==> config.mk <==
export PLATFORM = sky130hd
export DESIGN_NAME = floor_logic_top
export DESIGN_NICKNAME = d
export VERILOG_FILES = /design/src/rtl/elev_pkg.sv /design/src/rtl/request_latch.sv /design/src/rtl/floor_scheduler.sv /design/src/rtl/car_command.sv /design/src/rtl/floor_logic_top.sv
export VERILOG_INCLUDE_DIRS = /design/src /design/src/rtl
export SDC_FILE = /design/constraint.sdc
export NUM_CORES = 1
export LEC_CHECK = 0
export ABC_CLOCK_PERIOD_IN_PS = 2100
export BUFFER_PORTS_ARGS = -buffer_cell sky130_fd_sc_hd__buf_2
export CELL_PAD_IN_SITES_DETAIL_PLACEMENT = 0
export CELL_PAD_IN_SITES_GLOBAL_PLACEMENT = 1
export CORE_MARGIN = 2
export CORE_UTILIZATION = 34
export CTS_CLUSTER_SIZE = 16
export DETAILED_ROUTE_END_ITERATION = 8
export PLACE_DENSITY = 0.89
export SYNTH_ARGS = -nofsm -noshare
export SYNTH_HDL_FRONTEND = slang
export SYNTH_SLANG_ARGS = --single-unit
==> constraint.sdc <==
create_clock -name clock -period 2.1 [get_ports clock]
set_clock_uncertainty 0.1 [all_clocks]
set_input_delay 0.21 -clock clock [delete_from_list [all_inputs] [get_ports clock]]
set_output_delay 0.21 -clock clock [all_outputs]
set_load 0.01 [all_outputs]
==> src/rtl/elev_cfg.svh <==
// Build-time configuration of the floor-request controller.
// The floor count must fit in a floor code, so keep
// ELEV_FLOOR_COUNT at or below 2**ELEV_FLOOR_WIDTH.

`ifndef ELEV_CFG_SVH
`define ELEV_CFG_SVH

////////////////////////////////////////////////////////////
// Building size
////////////////////////////////////////////////////////////

// Floors served by the car, floor 0 is the lowest
`define ELEV_FLOOR_COUNT 11

// Bits in a floor code
`define ELEV_FLOOR_WIDTH 4

`endif

==> src/rtl/elev_pkg.sv <==
// Types shared by the floor-request controller RTL.
// Sizes come from the configuration header.

`default_nettype none

`include "elev_cfg.svh"

package elev_pkg;

    ////////////////////////////////////////////////////////////
    // Floor codes and masks
    ////////////////////////////////////////////////////////////

    // Floor number, 0 up to ELEV_FLOOR_COUNT - 1
    typedef logic [`ELEV_FLOOR_WIDTH-1:0] floor_t;

    // One bit per floor, bit i is floor i
    typedef logic [`ELEV_FLOOR_COUNT-1:0] floor_mask_t;

    ////////////////////////////////////////////////////////////
    // Grouped signals
    ////////////////////////////////////////////////////////////

    // Hall calls and cab panel, used for raw buttons and for lights
    typedef struct packed {
        floor_mask_t hall;
        floor_mask_t cab;
    } button_set_t;

    // Position report from the car's motion controller
    typedef struct packed {
        floor_t floor;
        logic   moving;
    } car_status_t;

endpackage

`default_nettype wire

==> src/rtl/request_latch.sv <==
// Request lights for hall calls and the cab panel.
// Buttons are sampled as levels, so a held button keeps its light set.
// A press for the floor the car reports is dropped, even while moving.
// All lights freeze while halted is high.

`timescale 1ns/1ps
`default_nettype none

`include "elev_cfg.svh"

module request_latch (
    input  logic                 clock,
    input  logic                 reset_n,
    input  elev_pkg::button_set_t buttons,
    input  elev_pkg::car_status_t car,
    input  logic                 halted,
    output elev_pkg::button_set_t lights
);

    import elev_pkg::*;

    floor_mask_t here_mask;
    floor_mask_t hall_press;
    floor_mask_t cab_press;
    button_set_t lights_next;

    ////////////////////////////////////////////////////////////
    // Current floor decode
    ////////////////////////////////////////////////////////////

    // One-hot mask of car.floor, all zero for an out-of-range code
    always_comb begin
        here_mask = '0;
        for (int i = 0; i < `ELEV_FLOOR_COUNT; i++) begin
            here_mask[i] = (car.floor == floor_t'(i));
        end
    end

    // Presses for the floor the car is at never light
    assign hall_press = buttons.hall & ~here_mask;
    assign cab_press  = buttons.cab & ~here_mask;

    ////////////////////////////////////////////////////////////
    // Next light state
    ////////////////////////////////////////////////////////////

    always_comb begin
        lights_next = lights;
        if (!halted) begin
            lights_next.hall = lights.hall | hall_press;
            lights_next.cab  = lights.cab | cab_press;

            // Car standing at a floor serves both its requests
            if (!car.moving) begin
                lights_next.hall = lights_next.hall & ~here_mask;
                lights_next.cab  = lights_next.cab & ~here_mask;
            end
        end
    end

    ////////////////////////////////////////////////////////////
    // Light registers
    ////////////////////////////////////////////////////////////

    always_ff @(posedge clock or negedge reset_n) begin
        if (!reset_n) begin
            lights <= '0;
        end else begin
            lights <= lights_next;
        end
    end

endmodule

`default_nettype wire

==> src/rtl/floor_scheduler.sv <==
// Target floor selection.
// Lowest-numbered lit floor wins, with no regard to travel direction.
// A new target is taken only while the car is stopped at the old one,
// so a request that arrives mid-trip waits for the next stop.

`timescale 1ns/1ps
`default_nettype none

`include "elev_cfg.svh"

module floor_scheduler (
    input  logic                  clock,
    input  logic                  reset_n,
    input  elev_pkg::button_set_t lights,
    input  elev_pkg::car_status_t car,
    output elev_pkg::floor_t      target_floor
);

    import elev_pkg::*;

    floor_mask_t pending;
    floor_t      lowest_floor;
    logic        any_pending;
    logic        at_target;

    ////////////////////////////////////////////////////////////
    // Priority encoder
    ////////////////////////////////////////////////////////////

    // Index of the lowest set bit, 0 when the mask is empty
    function automatic floor_t lowest_set(input floor_mask_t mask);
        floor_t result;
        result = '0;
        // Walk downward so the lowest set bit is written last
        for (int i = `ELEV_FLOOR_COUNT - 1; i >= 0; i--) begin
            if (mask[i]) begin
                result = floor_t'(i);
            end
        end
        return result;
    endfunction

    // Hall and cab requests for a floor are served by the same stop
    assign pending      = lights.hall | lights.cab;
    assign any_pending  = |pending;
    assign lowest_floor = lowest_set(pending);

    ////////////////////////////////////////////////////////////
    // Target register
    ////////////////////////////////////////////////////////////

    assign at_target = !car.moving && (target_floor == car.floor);

    always_ff @(posedge clock or negedge reset_n) begin
        if (!reset_n) begin
            target_floor <= '0;
        end else if (at_target) begin
            if (any_pending) begin
                target_floor <= lowest_floor;
            end else begin
                // Nothing to do, stay where the car is
                target_floor <= car.floor;
            end
        end
    end

endmodule

`default_nettype wire

==> src/rtl/car_command.sv <==
// Drive command and door permissions for the car.
// run and direction are combinational from target and position.
// Door permissions lag the buttons by one clock.
// The emergency button does not block the doors, only power off does.

`timescale 1ns/1ps
`default_nettype none

module car_command (
    input  logic                  clock,
    input  logic                  reset_n,
    input  elev_pkg::car_status_t car,
    input  elev_pkg::floor_t      target_floor,
    input  logic                  halted,
    input  logic                  power_switch,
    input  logic                  door_open_button,
    input  logic                  door_close_button,
    output logic                  run,
    output logic                  direction,
    output logic                  door_open_allowed,
    output logic                  door_close_allowed
);

    logic direction_q;
    logic door_gate;

    ////////////////////////////////////////////////////////////
    // Run and direction
    ////////////////////////////////////////////////////////////

    // Start a trip only from standstill and only toward a new floor
    assign run = !halted && !car.moving && (target_floor != car.floor);

    // 1 is up; keeps the last trip's direction between trips
    assign direction = run ? (target_floor > car.floor) : direction_q;

    always_ff @(posedge clock or negedge reset_n) begin
        if (!reset_n) begin
            direction_q <= 1'b0;
        end else begin
            direction_q <= direction;
        end
    end

    ////////////////////////////////////////////////////////////
    // Door permissions
    ////////////////////////////////////////////////////////////

    // Doors may move only with the car stopped and powered
    assign door_gate = !car.moving && power_switch;

    always_ff @(posedge clock or negedge reset_n) begin
        if (!reset_n) begin
            door_open_allowed  <= 1'b0;
            door_close_allowed <= 1'b0;
        end else begin
            door_open_allowed  <= door_gate & door_open_button;
            door_close_allowed <= door_gate & door_close_button;
        end
    end

endmodule

`default_nettype wire

==> src/rtl/floor_logic_top.sv <==
// Floor-request controller top level.
// Chain is request_latch, then floor_scheduler, then car_command.
// The car position and moving flag come from an external motion
// controller and are trusted as given.

`timescale 1ns/1ps
`default_nettype none

module floor_logic_top (
    input  logic                  clock,
    input  logic                  reset_n,
    input  elev_pkg::button_set_t buttons,
    input  elev_pkg::car_status_t car,
    input  logic                  door_open_button,
    input  logic                  door_close_button,
    input  logic                  emergency_button,
    input  logic                  power_switch,
    output elev_pkg::button_set_t lights,
    output elev_pkg::floor_t      target_floor,
    output logic                  run,
    output logic                  direction,
    output logic                  door_open_allowed,
    output logic                  door_close_allowed
);

    logic halted;

    // Power loss or emergency stop freezes requests and motion
    assign halted = !power_switch || emergency_button;

    ////////////////////////////////////////////////////////////
    // Request chain
    ////////////////////////////////////////////////////////////

    request_latch u_request_latch (
        .clock   (clock),
        .reset_n (reset_n),
        .buttons (buttons),
        .car     (car),
        .halted  (halted),
        .lights  (lights)
    );

    floor_scheduler u_floor_scheduler (
        .clock        (clock),
        .reset_n      (reset_n),
        .lights       (lights),
        .car          (car),
        .target_floor (target_floor)
    );

    car_command u_car_command (
        .clock              (clock),
        .reset_n            (reset_n),
        .car                (car),
        .target_floor       (target_floor),
        .halted             (halted),
        .power_switch       (power_switch),
        .door_open_button   (door_open_button),
        .door_close_button  (door_close_button),
        .run                (run),
        .direction          (direction),
        .door_open_allowed  (door_open_allowed),
        .door_close_allowed (door_close_allowed)
    );

endmodule

`default_nettype wire

==> After elaboration in Yosys (flattened, before gate mapping) <==
Index checks and enable logic that the tools add are counted.
Widths: inputs -> output; s select.
{ "word_totals": {"in_bits": 33, "elab_cells": 53, "output_inout_bits": 30, "reg_bits": 29} }
{ "op_classes": {"n_lt_le_gt_ge": 1, "n_bitwise": 10, "muxes": 14, "n_reduce_logical": 10, "n_eq_ne": 12} }
{ "op_table": {"columns": ["cell", "n"], "rows": [
  ["$mux 4", 12],
  ["$and 11x11->11", 4],
  ["$or 11x11->11", 3],
  ["$mux 22", 1],
  ["$eq 4x3->1 const B", 4],
  ["$eq 4x4->1 const B", 3],
  ["$not 11->11", 1],
  ["$reduce_or 11->1", 1],
  ["$eq 4x2->1 const B", 2],
  ["$eq 4x1->1 const B", 1],
  ["$eq 4x4->1", 1],
  ["$gt 4x4->1", 1],
  ["$logic_and 1x1->1", 4],
  ["$logic_not 4->1", 1],
  ["$ne 4x4->1", 1],
  ["$logic_not 1->1", 3],
  ["$and 1x1->1", 2],
  ["$logic_or 1x1->1", 1],
  ["$mux 1", 1]
]} }

==> Depth between registers and ports, before layout <==
Gate-level depths: netlist of the first run.
{ "depth": {"depth_word": 13, "ltp_mapped": 8, "mapped_depth_nobuf": 7} }

==> By module <==
Synthesis of the first run repeated with hierarchy kept, for this count alone.
{ "unflattened": {"hier_cells": 194, "area_unflattened_um2": 1760.4} }
{ "modules_own_cells": {"columns": ["module", "seq_area_each_um2", "area_per_inst_um2", "cells_per_inst", "n_inst"], "rows": [
  ["request_latch", 550.5, 1146.1, 124, 1],
  ["floor_scheduler", 100.1, 396.6, 48, 1],
  ["car_command", 75.1, 211.5, 21, 1],
  ["floor_logic_top", 0.0, 6.3, 1, 1]
]} }

==> Least setup slack after synthesis of the first run <==
No wires, ideal clock.
{ "synth_timing": {"path_type": "input port to flip-flop", "from": "in car[3] in the netlist's numbering", "to": "reg u_floor_scheduler.target_floor[3]", "setup_time_ns": 0.110, "setup_slack_ns": 0.403, "required_ns": 1.890, "path_stages": 7, "t_arrival_ns": 1.487, "path_buffers": 2, "cell_sequence": "clkbuf_2 inv_1 ha_1 nand4_1 or2_1 buf_2 o41ai_1"} }
{ "synth_between": {"elab_chain_cells": 2} }
{ "synth_rtl": {"columns": ["element", "line_no", "source"], "rows": [
  ["from (decl)", "floor_logic_top.sv:13", "input elev_pkg::car_status_t car,"],
  ["$eq 4x4->1", "floor_scheduler.sv:52", "assign at_target = !car.moving && (target_floor == car.floor);"],
  ["$logic_and 1x1->1", "floor_scheduler.sv:52", null],
  ["to (signal assigned)", "floor_scheduler.sv:59", "target_floor <= lowest_floor;"],
  ["to (signal assigned)", "floor_scheduler.sv:62", "target_floor <= car.floor;"],
  ["to (decl)", "floor_scheduler.sv:16", "output elev_pkg::floor_t target_floor"]
]} }
No other way between the ends.
A chain may end at the register's enable or synchronous reset.

==> Worst setup path after layout of the first run <==
{ "layout_timing": {"from": "reg u_floor_scheduler.target_floor[1]", "to": "out direction"} }
{ "layout_between": {"elab_chain_cells": 3, "elab_cells_between_ends": 4, "cone_classes": "order compare: 1; eq/ne: 1; mux: 1; reduce/logical: 1"} }
{ "layout_rtl": {"columns": ["element", "line_no", "source"], "rows": [
  ["parallel branches: the longest is 2 deep, another holds $gt 4x4->1", null, null],
  ["$mux 1 *", "car_command.sv:35", "assign direction = run ? (target_floor > car.floor) : direction_q;"],
  ["to (decl)", "floor_logic_top.sv:21", "output logic direction,"]
]} }
Mark *: on every way between the ends.

==> results by group, run 1 <==
Place
  – Post-DP Area: 1860 um2
  – Worst slack, placed: 0.304 ns
  – Post-DP HPWL: approximately 3.2 mm
  – PortBufs: 62
  – RePlAce Congestion: about 0.80

Die
  – Chip width: 70.8 um
  – Std cell rows: 24
  – Die area: 5010 um2
  – Core Box Area: 4320 um2
  – Die outline height: 70.8 um
  – I/O pin count: 63
  – Initial Util: 0.351

Clock network
  – CTS tree: done
  – CTS sink count: 29
  – Clock latency on the worst-skew pair: 0.28 ns
  – Post-CTS setup repair buffer count: 0
  – Clock buffer depth: 2
  – Number of CTS-inserted buffers: 5
  – H-tree depth: 2
  – Clk slew on worst S/H paths: around 0.07 ns
  – Root Driver: clkbuf_8

Setup path
  – WP data arrival: approximately 1.6 ns
  – Slowest CP cell: dfrtp_1
  – Worst EP required: 1.79 ns
  – Crit path largest cell delay: 0.40 ns
  – CP endpoint kind: output pin
  – CP top delay family: flip-flops
  – Crit path cell chain: ha_1, nor2b_1, o21ai_1, nand2b_1, a21oi_2, o21ai_1, buf_2
  – Worst path bufs/invs: 1
  – Setup Crit Path Kind: flop to output pin
  – Worst Path Max Fanout: 3
  – Startpoint class of the critical path: flop
  – Crit-path most repeated cell: o21ai_1

Synthesis
  – Post-Syn Instances: 172
  – Synth area leaders: dfrtp_1 48%, a21oi_1 10%, nor2_1 8.4%
  – Yosys top cell area share: 0.479
  – #FFs+latches synth: 29
  – Register area share after synthesis: 0.479
  – Synth Area per Inst: 8.82 um2
  – Distinct cells, synth: 29
  – Synthesized cell area: approximately 1500 um2
  – Synth Net Count: 209
  – Syn. warnings: 0
  – Leading area contributor after synthesis: dfrtp_1

Timing
  – Final WS setup: 0.154 ns
  – Slew HR: 0.577
  – Slew Viols, Final: 0
  – Final setup fails: 0
  – Fin crit share: 0.927
  – Fmax achieved: a little over 500 MHz
  – Slew @ Worst Pin: 0.634 ns
  – Post-route setup TNS: 0 ns
  – Unrepaired setup endpoints after global routing: no
  – Final Hold Vio Count: 0
  – Crit path time final: between 1.5 and 2 ns

Detailed routing
  – Drt drc: 0
  – WL/cell: around 14 um
  – ANT nets after route: 0
  – Vias/cell: approximately 5
  – Total wire length: 3.97 mm
  – TritonRoute pass-1 iters: 4
  – Initial DRC count: 85
  – Vias: 1451

Pwr
  – Max VDD drop: slightly below 0.4 mV
  – Cell area power density: around 810 nW/um2
  – Sw frac: 0.260
  – Flop pwr share: 0.408
  – Clock power frac: 0.417
  – Cell Int Power: 1.21 mW
  – Net Switching: 0.424 mW
  – Logic pwr share: 0.175
  – Leakage: 0.864 nW

Finish
  – Share of layout cells above drive strength 1: 0.326
  – Layout area overhead: 32.3%
  – Final Cell Area: 2010 um2
  – N_diodes: 0
  – NumNets Final: ~270

Global routing
  – Largest net degree at the start of global routing: 30
  – Initial antenna violation count: 0
  – Vias in the first global route: 1378
  – Total track usage: 0.167
  – First-pass GRT wire length: 6.56 mm
  – Overflow left after global routing: 0

Status
  – Outcome: finished clean

Worst hold path
  – Hold Path Class: input pin to flop

Run
  – Max Cap Viol: 0
[stage by stage]
step | utilization | power [mW] | hold slack, ns | instances
after global placement | 0.430 | 0.951 | 0.155 | 279
after CTS | 0.463 | 1.65 | 0.0288 | 288
after global routing | 0.464 | 1.72 | 0.0456 | 288
after detailed placement | 0.430 | 0.960 | 0.177 | 279
after floorplan | - | 0.828 | -0.186 | 172
final | 0.464 | 1.63 | 0.0391 | 288
[cell type report]
cell class / instances / area [um2]
Timing Repair Buffer: 63 / 320
Tap cell: 52 / 65.1
Sequential cell: 29 / 726
Fill cell: 430 / 2320
Clock inverter: 3 / 65.1
Multi-Input combinational cell: 128 / 731
Inverter: 8 / 30.0
Clock buffer: 5 / 68.8
[path summary, 6_finish.rpt]
path                                                                       to                                           from  slack [ns]  cells past startpoint
worst min-delay path               u_car_command.door_close_allowed$_DFF_PN0_                              door_close_button        0.04                      2
max in group asynchronous               u_request_latch.lights[4]$_DFFE_PN0N_                                        reset_n        1.09                      2
worst max register to register  u_floor_scheduler.target_floor[3]$_DFFE_PN0P_  u_floor_scheduler.target_floor[3]$_DFFE_PN0P_        0.39                      4
worst min register to register            u_car_command.direction_q$_DFF_PN0_            u_car_command.direction_q$_DFF_PN0_        0.39                      2
worst max-delay path                                                direction  u_floor_scheduler.target_floor[1]$_DFFE_PN0P_        0.15                      7
min in group asynchronous              u_request_latch.lights[21]$_DFFE_PN0N_                                        reset_n        0.39                      2
[routing by layer]
metal	global-route usage	vias up	share of wire	routed length (um)
met1	0.241	667	0.46	1840
li1	-	732	-	-
met5	0	-	0	0
met3	0.0442	2	0.071	281
met2	0.253	50	0.46	1830
met4	0.0377	0	0.0020	8
[cells in the mapped netlist]
| master | n |
|---|---|
| nor4_1 | 5 |
| a31oi_1 | 6 |
| a21bo_1 | 2 |
| or2_1 | 1 |
| nand2_1 | 9 |
| o21ai_0 | 3 |
| o21ai_1 | 1 |
| o41ai_1 | 2 |
| nor2b_1 | 3 |
| o31ai_1 | 1 |
| a22oi_2 | 1 |
| inv_1 | 8 |
| nor4_4 | 1 |
| clkbuf_2 | 1 |
| buf_2 | 5 |
| nand2b_1 | 7 |
| a22oi_1 | 1 |
| o211ai_1 | 1 |
| ha_1 | 4 |
| and2_1 | 2 |
| a21oi_1 | 31 |
| or4_1 | 1 |
| nor4_2 | 3 |
| nand4_1 | 1 |
| nor2_1 | 34 |
| nor3_1 | 7 |
| clkbuf_1 | 1 |
| nor3_2 | 1 |
| dfrtp_1 | 29 |
[worst register-to-register path, stage by stage (launching register included)]
cell and delay [ns]:
dfrtp_1 0.40, ha_1 0.31, nand4_1 0.12, or2_1 0.32, o41ai_1 0.36
[state kept, by name, indices dropped and copies added (netlist names)]
register and cells:
u_request_latch.lights 22, u_floor_scheduler.target_floor 4, u_car_command.direction_q 1, u_car_command.door_close_allowed 1, u_car_command.door_open_allowed 1
[layout by cell type (no fill, tap or decap), types with 2 or more instances in the layout]
master / netlist / layout
ha_1: 4 / 4
nor2_1: 34 / 34
inv_1: 8 / 8
o41ai_1: 2 / 2
nand2b_1: 7 / 7
a21bo_1: 2 / 2
buf_2: 5 / 62
and2_1: 2 / 2
clkbuf_8: 0 / 5
nor2b_1: 3 / 3
nor4_2: 3 / 3
nand2_1: 9 / 9
a21oi_1: 31 / 30
a31oi_1: 6 / 6
bufinv_16: 0 / 2
nor4_1: 5 / 5
dfrtp_1: 29 / 29
nor3_1: 7 / 7
o21ai_1: 1 / 3
[power groups by stage]
stage / logic, mW / clock network, mW / registers (mW)
global placement: 0.279 / 0 / 0.672
CTS: 0.286 / 0.702 / 0.666
global route: 0.323 / 0.724 / 0.673
detailed placement: 0.284 / 0 / 0.676
floorplan: 0.135 / 0 / 0.693
finish: 0.286 / 0.681 / 0.666
[cells by family (layout without fill, tap and decap cells)]
logic type / Yosys count / count (layout) / synth area share
compound gates: 49 / 49 / 0.188
fa+ha+maj: 4 / 4 / 0.0330
flops: 29 / 29 / 0.479
buf+inv: 15 / 79 / 0.0421
simple gates: 75 / 75 / 0.258
[what timing repair did]
| action | CTS | global route |
|---|---|---|
| setup endpoints to repair | 0 | 1 |
| resized for setup | 0 | 3 |
| hold buffers | 1 | 0 |
| hold endpoints to repair | 29 | 0 |
(Power assumes the default switching activity.)
==> inputs of run 2 (changes only) <==
--- a/config.mk
+++ b/config.mk
@@ -11,10 +11,11 @@
 export CELL_PAD_IN_SITES_DETAIL_PLACEMENT = 0
 export CELL_PAD_IN_SITES_GLOBAL_PLACEMENT = 1
 export CORE_MARGIN = 2
-export CORE_UTILIZATION = 34
+export CORE_UTILIZATION = 36
 export CTS_CLUSTER_SIZE = 16
 export DETAILED_ROUTE_END_ITERATION = 8
 export PLACE_DENSITY = 0.89
 export SYNTH_ARGS = -nofsm -noshare
 export SYNTH_HDL_FRONTEND = slang
+export SYNTH_HIERARCHICAL = 1
 export SYNTH_SLANG_ARGS = --single-unit
==> constraint.sdc (replaced) <==
create_clock -name clock -period 2.1 [get_ports clock]
set_clock_uncertainty 0.1 [all_clocks]
set_input_delay 0.21 -clock clock [delete_from_list [all_inputs] [get_ports clock]]
set_output_delay 0.21 -clock clock [all_outputs]
set_load 0.1 [all_outputs]
==> run 2 against run 1 <==
The run now ends with setup timing left. Cell count grew 16%. Die area up 9.1%. Clock power decreased by 12%. Core utilization increased by 5.5 points. Worst hold slack gained 0.027 ns. Fmax shrank 9.9%. Synthesized area rose by 16%. Wire length is 24% higher. Non-clock buffer count is 9 higher. Largest power group is now combinational cells.
==> results by group, run 2 <==
Synthesis
  – Distinct cells, synth: 36 (+24%)
  – Top post-synthesis cells by count: 30 x inv_1, 29 x dfrtp_1, 24 x nand2b_1
  – Synth Area per Inst: 9.07 um2 (+2.9%)
  – #FFs+latches synth: 29 (unchanged)
  – Top-count cell post-synth: inv_1
  – Simple-Gate Fraction of Synth Area: 0.209 (-0.0493)
  – Synthesized cell area: 1760 um2 (+16%)
  – Post-synth EDFFs: 0 (unchanged)
  – Largest family of logic cells by synthesized area: compound AO/OA/AOI/OAI gates
  – Post-Syn Instances: 194 (+13%)
  – Yosys top cell area share: 0.412 (-0.0663)
  – Syn. warnings: 6 (+6)
  – Synth Area in Compound Gates: 0.256 (+0.0677)
  – Synth area leaders: dfrtp_1 41%, a32oi_1 11%, nand2b_1 8.5%
  – Leading area contributor after synthesis: dfrtp_1
  – Register area share after synthesis: 0.412 (-0.0663)
  – Async set-or-reset flop fraction in the synthesized netlist: 1.00 (unchanged)
  – Synth Net Count: 231 (+11%)
  – Ys flop type: dfrtp_1
  – Post-synthesis mux area share: 0.00640 (+0.00640)
  – Synth Area in XOR/XNOR: 0.00498 (+0.00498)
  – Post-synthesis adder-cell area fraction: 0.0284 (-0.00457)

Global routing
  – Vias in the first global route: 1727 (+25%)
  – Overflow left after global routing: 0 (unchanged)
  – Largest net degree at the start of global routing: 31 (+3.3%)
  – Initial antenna violation count: 0 (unchanged)
  – First-pass GRT wire length: 8.01 mm (+22%)
  – Total track usage: 0.192 (+0.0253)

Die
  – I/O pin count: 63 (unchanged)
  – Die area: 5470 um2 (+9.1%)
  – Die outline height: 73.9 um (+4.4%)
  – Core Box Area: 4720 um2 (+9.2%)
  – Std cell rows: 25 (+4.2%)
  – Chip width: 73.9 um (+4.4%)
  – Initial Util: 0.373 (+0.0220)

Clock network
  – Root Driver: clkbuf_8
  – Number of CTS-inserted buffers: 5 (unchanged)
  – Clock latency on the worst-skew pair: 0.28 ns (about the same)
  – Clock buffer depth: 2 (unchanged)
  – Clk slew on worst S/H paths: 0.07 ns (about the same)
  – H-tree depth: 2 (unchanged)
  – CTS sink count: 29 (unchanged)
  – CTS tree: done

Timing
  – Slew Viols, Final: 0 (unchanged)
  – Final Hold Vio Count: 0 (unchanged)
  – Fmax achieved: 463 MHz (-9.9%)
  – Unrepaired setup endpoints after global routing: yes
  – Slew @ Worst Pin: 0.661 ns (+0.0270 ns)
  – Final WS setup: -0.0609 ns (-0.215 ns)
  – Slew HR: 0.559 (-0.0180)
  – Fin crit share: 1.03 (+0.102)
  – Crit path time final: 2.16 ns (+0.215 ns)
  – Final setup fails: 1 (+1)
  – Hold_ws: 0.0657 ns (+0.0265 ns)
  – Post-route setup TNS: -0.0609 ns (-0.0609 ns)

Status
  – Failing checks: setup timing
  – Outcome: complete, but fails checks

Finish
  – Top flop regs: u_request_latch/lights x22, u_floor_scheduler/target_floor x4
  – Most frequent cells in the layout: 60 x buf_2, 29 x inv_1, 24 x nand2b_1
  – Final Cell Area: 2450 um2 (+22%)
  – Commonest non-fill, non-tap cell in the layout: buf_2
  – Biggest register: u_request_latch/lights
  – NumNets Final: 303 (+11%)
  – Layout area overhead: 39.1%
  – N_diodes: 0 (unchanged)
  – Core Util, Final: 0.518 (+0.0546)
  – Share of layout cells above drive strength 1: 0.390 (+0.0632)
  – Largest register FFs: 22 (unchanged)

Detailed routing
  – Drt drc: 0 (unchanged)
  – Total wire length: 4.91 mm (+24%)
  – ANT nets after route: 0 (unchanged)
  – WL/cell: 14.7 um (+6.6%)
  – TritonRoute pass-1 iters: 4 (unchanged)
  – Vias/cell: 5.18 (+2.9%)
  – Initial DRC count: 117 (+38%)
  – Vias: 1731 (+19%)

Pwr
  – Sw frac: 0.414 (+0.154)
  – Net Switching: 0.814 mW (+92%)
  – Leakage: 1.09 nW (+26%)
  – Cell Int Power: 1.15 mW (-4.6%)
  – Flop pwr share: 0.346 (-0.062)
  – Cell area power density: 804 nW/um2 (-1.3%)
  – Clock power frac: 0.306 (-0.111)
  – Logic pwr share: 0.348 (+0.173)
  – Max VDD drop: 0.364 mV (-5.7%)
  – Final Power: 1.97 mW (+20%)

Place
  – PortBufs: 62 (unchanged)
  – Post-DP Area: 2270 um2 (+22%)
  – RePlAce Congestion: 0.801 (-0.46%)
  – Post-DP HPWL: 3.55 mm (+11%)

Setup path
  – CP endpoint kind: output pin
  – WP data arrival: 1.85 ns (+0.21 ns)
  – Worst EP required: 1.79 ns (about the same)
  – Startpoint class of the critical path: flop
  – Worst Path Max Fanout: 4 (+1)
  – Setup Crit Path Kind: flop to output pin

Run
  – Max Cap Viol: 0 (unchanged)

Worst hold path
  – Hold Path Class: input pin to flop
run 2: routing by layer:
metal	global-route usage	part of all wire	wire length [um]	vias to the layer above
met1	0.245	0.45	2200	820
met3	0.0434	0.052	256	8
met2	0.328	0.49	2380	50
met4	0.0545	0.014	68	0
met5	0	0	0	-
li1	-	-	-	853
run 2: logic make-up after synthesis:
logic type,Yosys count
xor gates and xnor gates,1
adders and majority gates,4
and+or+nand+nor,59
AOI/OAI and AO/OA,63
DFF,29
buffers and inverters,37
muxes,1
run 2: final cells by class:
cell class                 instances  area [um2]
tap                               67        83.8
clock inverter                     1        30.0
sequential                        29         753
inverter                          30         113
clock buffer                       7        86.3
multi-input combinational        128         965
fill                             457        2270
timing repair buffer              72         418
run 2: power groups by stage:
stage / Clock, mW / Sequential [mW] / Combinational, mW
after floorplan: 0 / 1.03 / 0.172
after global placement: 0 / 0.687 / 0.665
after detailed placement: 0 / 0.691 / 0.672
after CTS: 0.616 / 0.681 / 0.685
after global routing: 0.635 / 0.691 / 0.722
final: 0.602 / 0.681 / 0.685
run 2: final timing paths:
| check | from | to | slack (ns) | cells after the start |
|---|---|---|---|---|
| max in group asynchronous | reset_n | u_floor_scheduler/target_floor[3]$_DFFE_PN0P_ | 1.00 | 2 |
| max | u_floor_scheduler/target_floor[2]$_DFFE_PN0P_ | direction | -0.06 | 5 |
| min in group asynchronous | reset_n | u_floor_scheduler/target_floor[2]$_DFFE_PN0P_ | 0.41 | 2 |
| min | buttons[5] | u_request_latch/lights[5]$_DFFE_PN0N_ | 0.07 | 3 |
| max reg2reg | u_request_latch/lights[8]$_DFFE_PN0N_ | u_floor_scheduler/target_floor[1]$_DFFE_PN0P_ | 0.12 | 4 |
| min reg2reg | u_request_latch/lights[12]$_DFFE_PN0N_ | u_request_latch/lights[12]$_DFFE_PN0N_ | 0.47 | 2 |
run 2: timing repair:
| item | 4_1_cts | 5_1_grt |
|---|---|---|
| gates resized for setup | 1 | 0 |
| buffers inserted | 4 | 1 |
| hold buffers | 1 | 0 |
| hold endpoints to repair | 29 | 0 |
| setup endpoints to repair | 1 | 1 |
| pin swaps | 0 | 0 |
run 2: critical path, cell delays in order (launching register included):
cell and delay [ns]:
dfrtp_4 0.51, ha_4 0.23, and4_4 0.17, o31a_1 0.27, a31oi_4 0.19, buf_12 0.20
run 2: metrics by stage:
stage	instances	setup WS [ns]
3_5_place_dp	320	0.123
2_1_floorplan	194	-0.700
4_1_cts	333	-0.0624
6_report	334	-0.0609
5_1_grt	334	-0.107
3_3_place_gp	320	0.166
==> inputs of run 3 (changes only) <==
--- a/config.mk
+++ b/config.mk
@@ -15,6 +15,7 @@
 export CTS_CLUSTER_SIZE = 16
 export DETAILED_ROUTE_END_ITERATION = 8
 export PLACE_DENSITY = 0.89
+export SKIP_CTS_REPAIR_TIMING = 1
 export SYNTH_ARGS = -nofsm -noshare
 export SYNTH_HDL_FRONTEND = slang
 export SYNTH_HIERARCHICAL = 1
==> run 3 against run 2 <==
The run still ends with setup timing left. Die area unchanged. First-iteration DRC count decreased by 6.0%. Count of clock-buffer cells in the layout unchanged. Setup slack got worse by 0.017 ns. Clock power about the same. Critical path depth unchanged. Worst hold slack about the same. Fmax decreased by 0.77%. Global-route usage decreased by 0.23 points. Non-clock buffer count decreased by 3. Critical path type unchanged.
==> results by group, run 3 (same netlist as run 2, synthesis figures left out) <==
Clock network
  – CTS sink count: 29 (unchanged)
  – Clk slew on worst S/H paths: 0.06 ns (about the same)
  – CTS tree: done
  – Number of CTS-inserted buffers: 5 (unchanged)
  – Clock buffer depth: 2 (unchanged)
  – Clock latency on the worst-skew pair: 0.28 ns (about the same)
  – Root Driver: clkbuf_8
  – H-tree depth: 2 (unchanged)

Global routing
  – Initial antenna violation count: 0 (unchanged)
  – Overflow left after global routing: 0 (unchanged)
  – Most used routing layer: met2
  – First-pass GRT wire length: 7.90 mm (-1.4%)
  – GRT met1 Usage: 0.243 (-0.00256)
  – Largest net degree at the start of global routing: 31 (unchanged)
  – Grt met3 use: 0.0434 (unchanged)
  – M2 GR Usage: 0.323 (-0.00496)
  – Vias in the first global route: 1694 (-1.9%)
  – Total track usage: 0.190 (-0.00227)

Die
  – Die area: 5470 um2 (unchanged)
  – Initial Util: 0.373 (unchanged)
  – Core Box Area: 4720 um2 (unchanged)
  – Die outline height: 73.9 um (unchanged)
  – Chip width: 73.9 um (unchanged)
  – Std cell rows: 25 (unchanged)
  – I/O pin count: 63 (unchanged)

Timing
  – Slew Viols, Final: 0 (unchanged)
  – Fmax achieved: 459 MHz (-0.77%)
  – Slew @ Worst Pin: 0.664 ns (+0.00254 ns)
  – Final WS setup: -0.0777 ns (-0.0168 ns)
  – Fin crit share: 1.04 (+0.00800)
  – Final Hold Vio Count: 0 (unchanged)
  – Final setup fails: 1 (unchanged)
  – Unrepaired setup endpoints after global routing: yes
  – Crit path time final: 2.18 ns (+0.0168 ns)
  – Slew HR: 0.558 (-0.00169)

Detailed routing
  – WL/cell: 14.6 um (-0.62%)
  – ANT nets after route: 0 (unchanged)
  – Vias/cell: 5.17 (-0.20%)
  – Drt drc: 0 (unchanged)
  – Total wire length: 4.83 mm (-1.5%)
  – Initial DRC count: 110 (-6.0%)
  – Vias: 1712 (-1.1%)
  – TritonRoute pass-1 iters: 4 (unchanged)

Setup path
  – Reg2reg path depth: 4 (unchanged)
  – R2r startpoint: u_request_latch/lights[8]$_DFFE_PN0N_
  – WP data arrival: 1.87 ns (+0.02 ns)
  – CP endpoint kind: output pin
  – Startpoint class of the critical path: flop
  – Worst EP required: 1.79 ns (about the same)
  – Worst Path Max Fanout: 5 (+1)
  – Reg2reg end: u_floor_scheduler/target_floor[1]$_DFFE_PN0P_
  – Setup Crit Path Kind: flop to output pin
  – R2R Setup Slk: 0.11 ns (about the same)

Finish
  – Share of layout cells above drive strength 1: 0.383 (-0.00694)
  – N_diodes: 0 (unchanged)
  – Most frequent cells in the layout: 60 x buf_2, 29 x inv_1, 24 x nand2b_1
  – Largest register FFs: 22 (unchanged)
  – Final Cell Area: 2430 um2 (-0.92%)
  – Biggest register: u_request_latch/lights
  – Commonest non-fill, non-tap cell in the layout: buf_2
  – Top flop regs: u_request_latch/lights x22, u_floor_scheduler/target_floor x4
  – Layout area overhead: 37.8%
  – NumNets Final: 300 (-0.99%)

Pwr
  – Leakage: 1.07 nW (-1.4%)
  – Max VDD drop: 0.363 mV (about the same)
  – Cell area power density: 808 nW/um2 (+0.58%)

Worst hold path
  – Hold endpoint: u_request_latch/lights[5]$_DFFE_PN0N_
  – Hold Path Class: input pin to flop
  – Hold path cells: 3 (unchanged)
  – Worst Min Path Start: buttons[5]

Status
  – Failing checks: setup timing
  – Outcome: complete, but fails checks

Place
  – Post-DP HPWL: 3.55 mm (unchanged)
  – Post-DP Area: 2270 um2 (unchanged)
  – RePlAce Congestion: 0.801 (unchanged)
  – PortBufs: 62 (unchanged)
  – Worst slack, placed: 0.123 ns (unchanged)

Run
  – Max Cap Viol: 0 (unchanged)
==> run 3: layout make-up <==
type	count	area, um2
Multi-Input combinational cell	128	965
Fill cell	454	2300
Clock buffer	7	86.3
Sequential cell	29	753
Timing Repair Buffer	69	395
Tap cell	67	83.8
Inverter	30	113
Clock inverter	1	30.0
==> run 3: how the worst max path moves through the flow <==
stage,end,startpoint,cells past startpoint,slack [ns]
final,direction,u_floor_scheduler/target_floor[3]$_DFFE_PN0P_,5,-0.08
after CTS,direction,u_floor_scheduler/target_floor[0]$_DFFE_PN0P_,6,-0.11
after detailed placement,u_floor_scheduler/target_floor[0]$_DFFE_PN0P_,u_request_latch/lights[8]$_DFFE_PN0N_,5,0.12
after global routing,direction,u_floor_scheduler/target_floor[3]$_DFFE_PN0P_,5,-0.13
after floorplan,u_car_command/direction_q$_DFF_PN0_,u_floor_scheduler/target_floor[3]$_DFFE_PN0P_,4,-0.70
after global placement,u_floor_scheduler/target_floor[1]$_DFFE_PN0P_,u_request_latch/lights[8]$_DFFE_PN0N_,4,0.17
==> run 3: worst max-delay path: stages (launching register included) <==
cell     delay [ns]
dfrtp_4        0.50
ha_4           0.23
and4_4         0.20
o31a_1         0.27
a31oi_4        0.19
buf_12         0.20
==> run 3: report_power, final <==
part | switching (mW) | total [mW] | internal, mW
Sequential | 0.0664 | 0.681 | 0.614
Clock | 0.215 | 0.601 | 0.386
Combinational | 0.531 | 0.679 | 0.148
==> run 3: stage by stage <==
step                       util  power, mW  setup TNS [ns]  hold WS, ns  instances
after global routing      0.514       2.04          -0.131       0.0669        331
after detailed placement  0.481       1.36               0        0.186        320
after floorplan               -       1.20           -1.47       -0.186        194
after CTS                 0.506       1.97          -0.106       -0.106        328
after global placement    0.481       1.35               0        0.183        320
final                     0.514       1.96         -0.0777       0.0653        331
==> run 3: metal layers <==
layer | share of wire | up-vias
li1 | - | 845
met1 | 0.44 | 810
met2 | 0.49 | 49
met3 | 0.053 | 8
met4 | 0.014 | 0
met5 | 0 | -
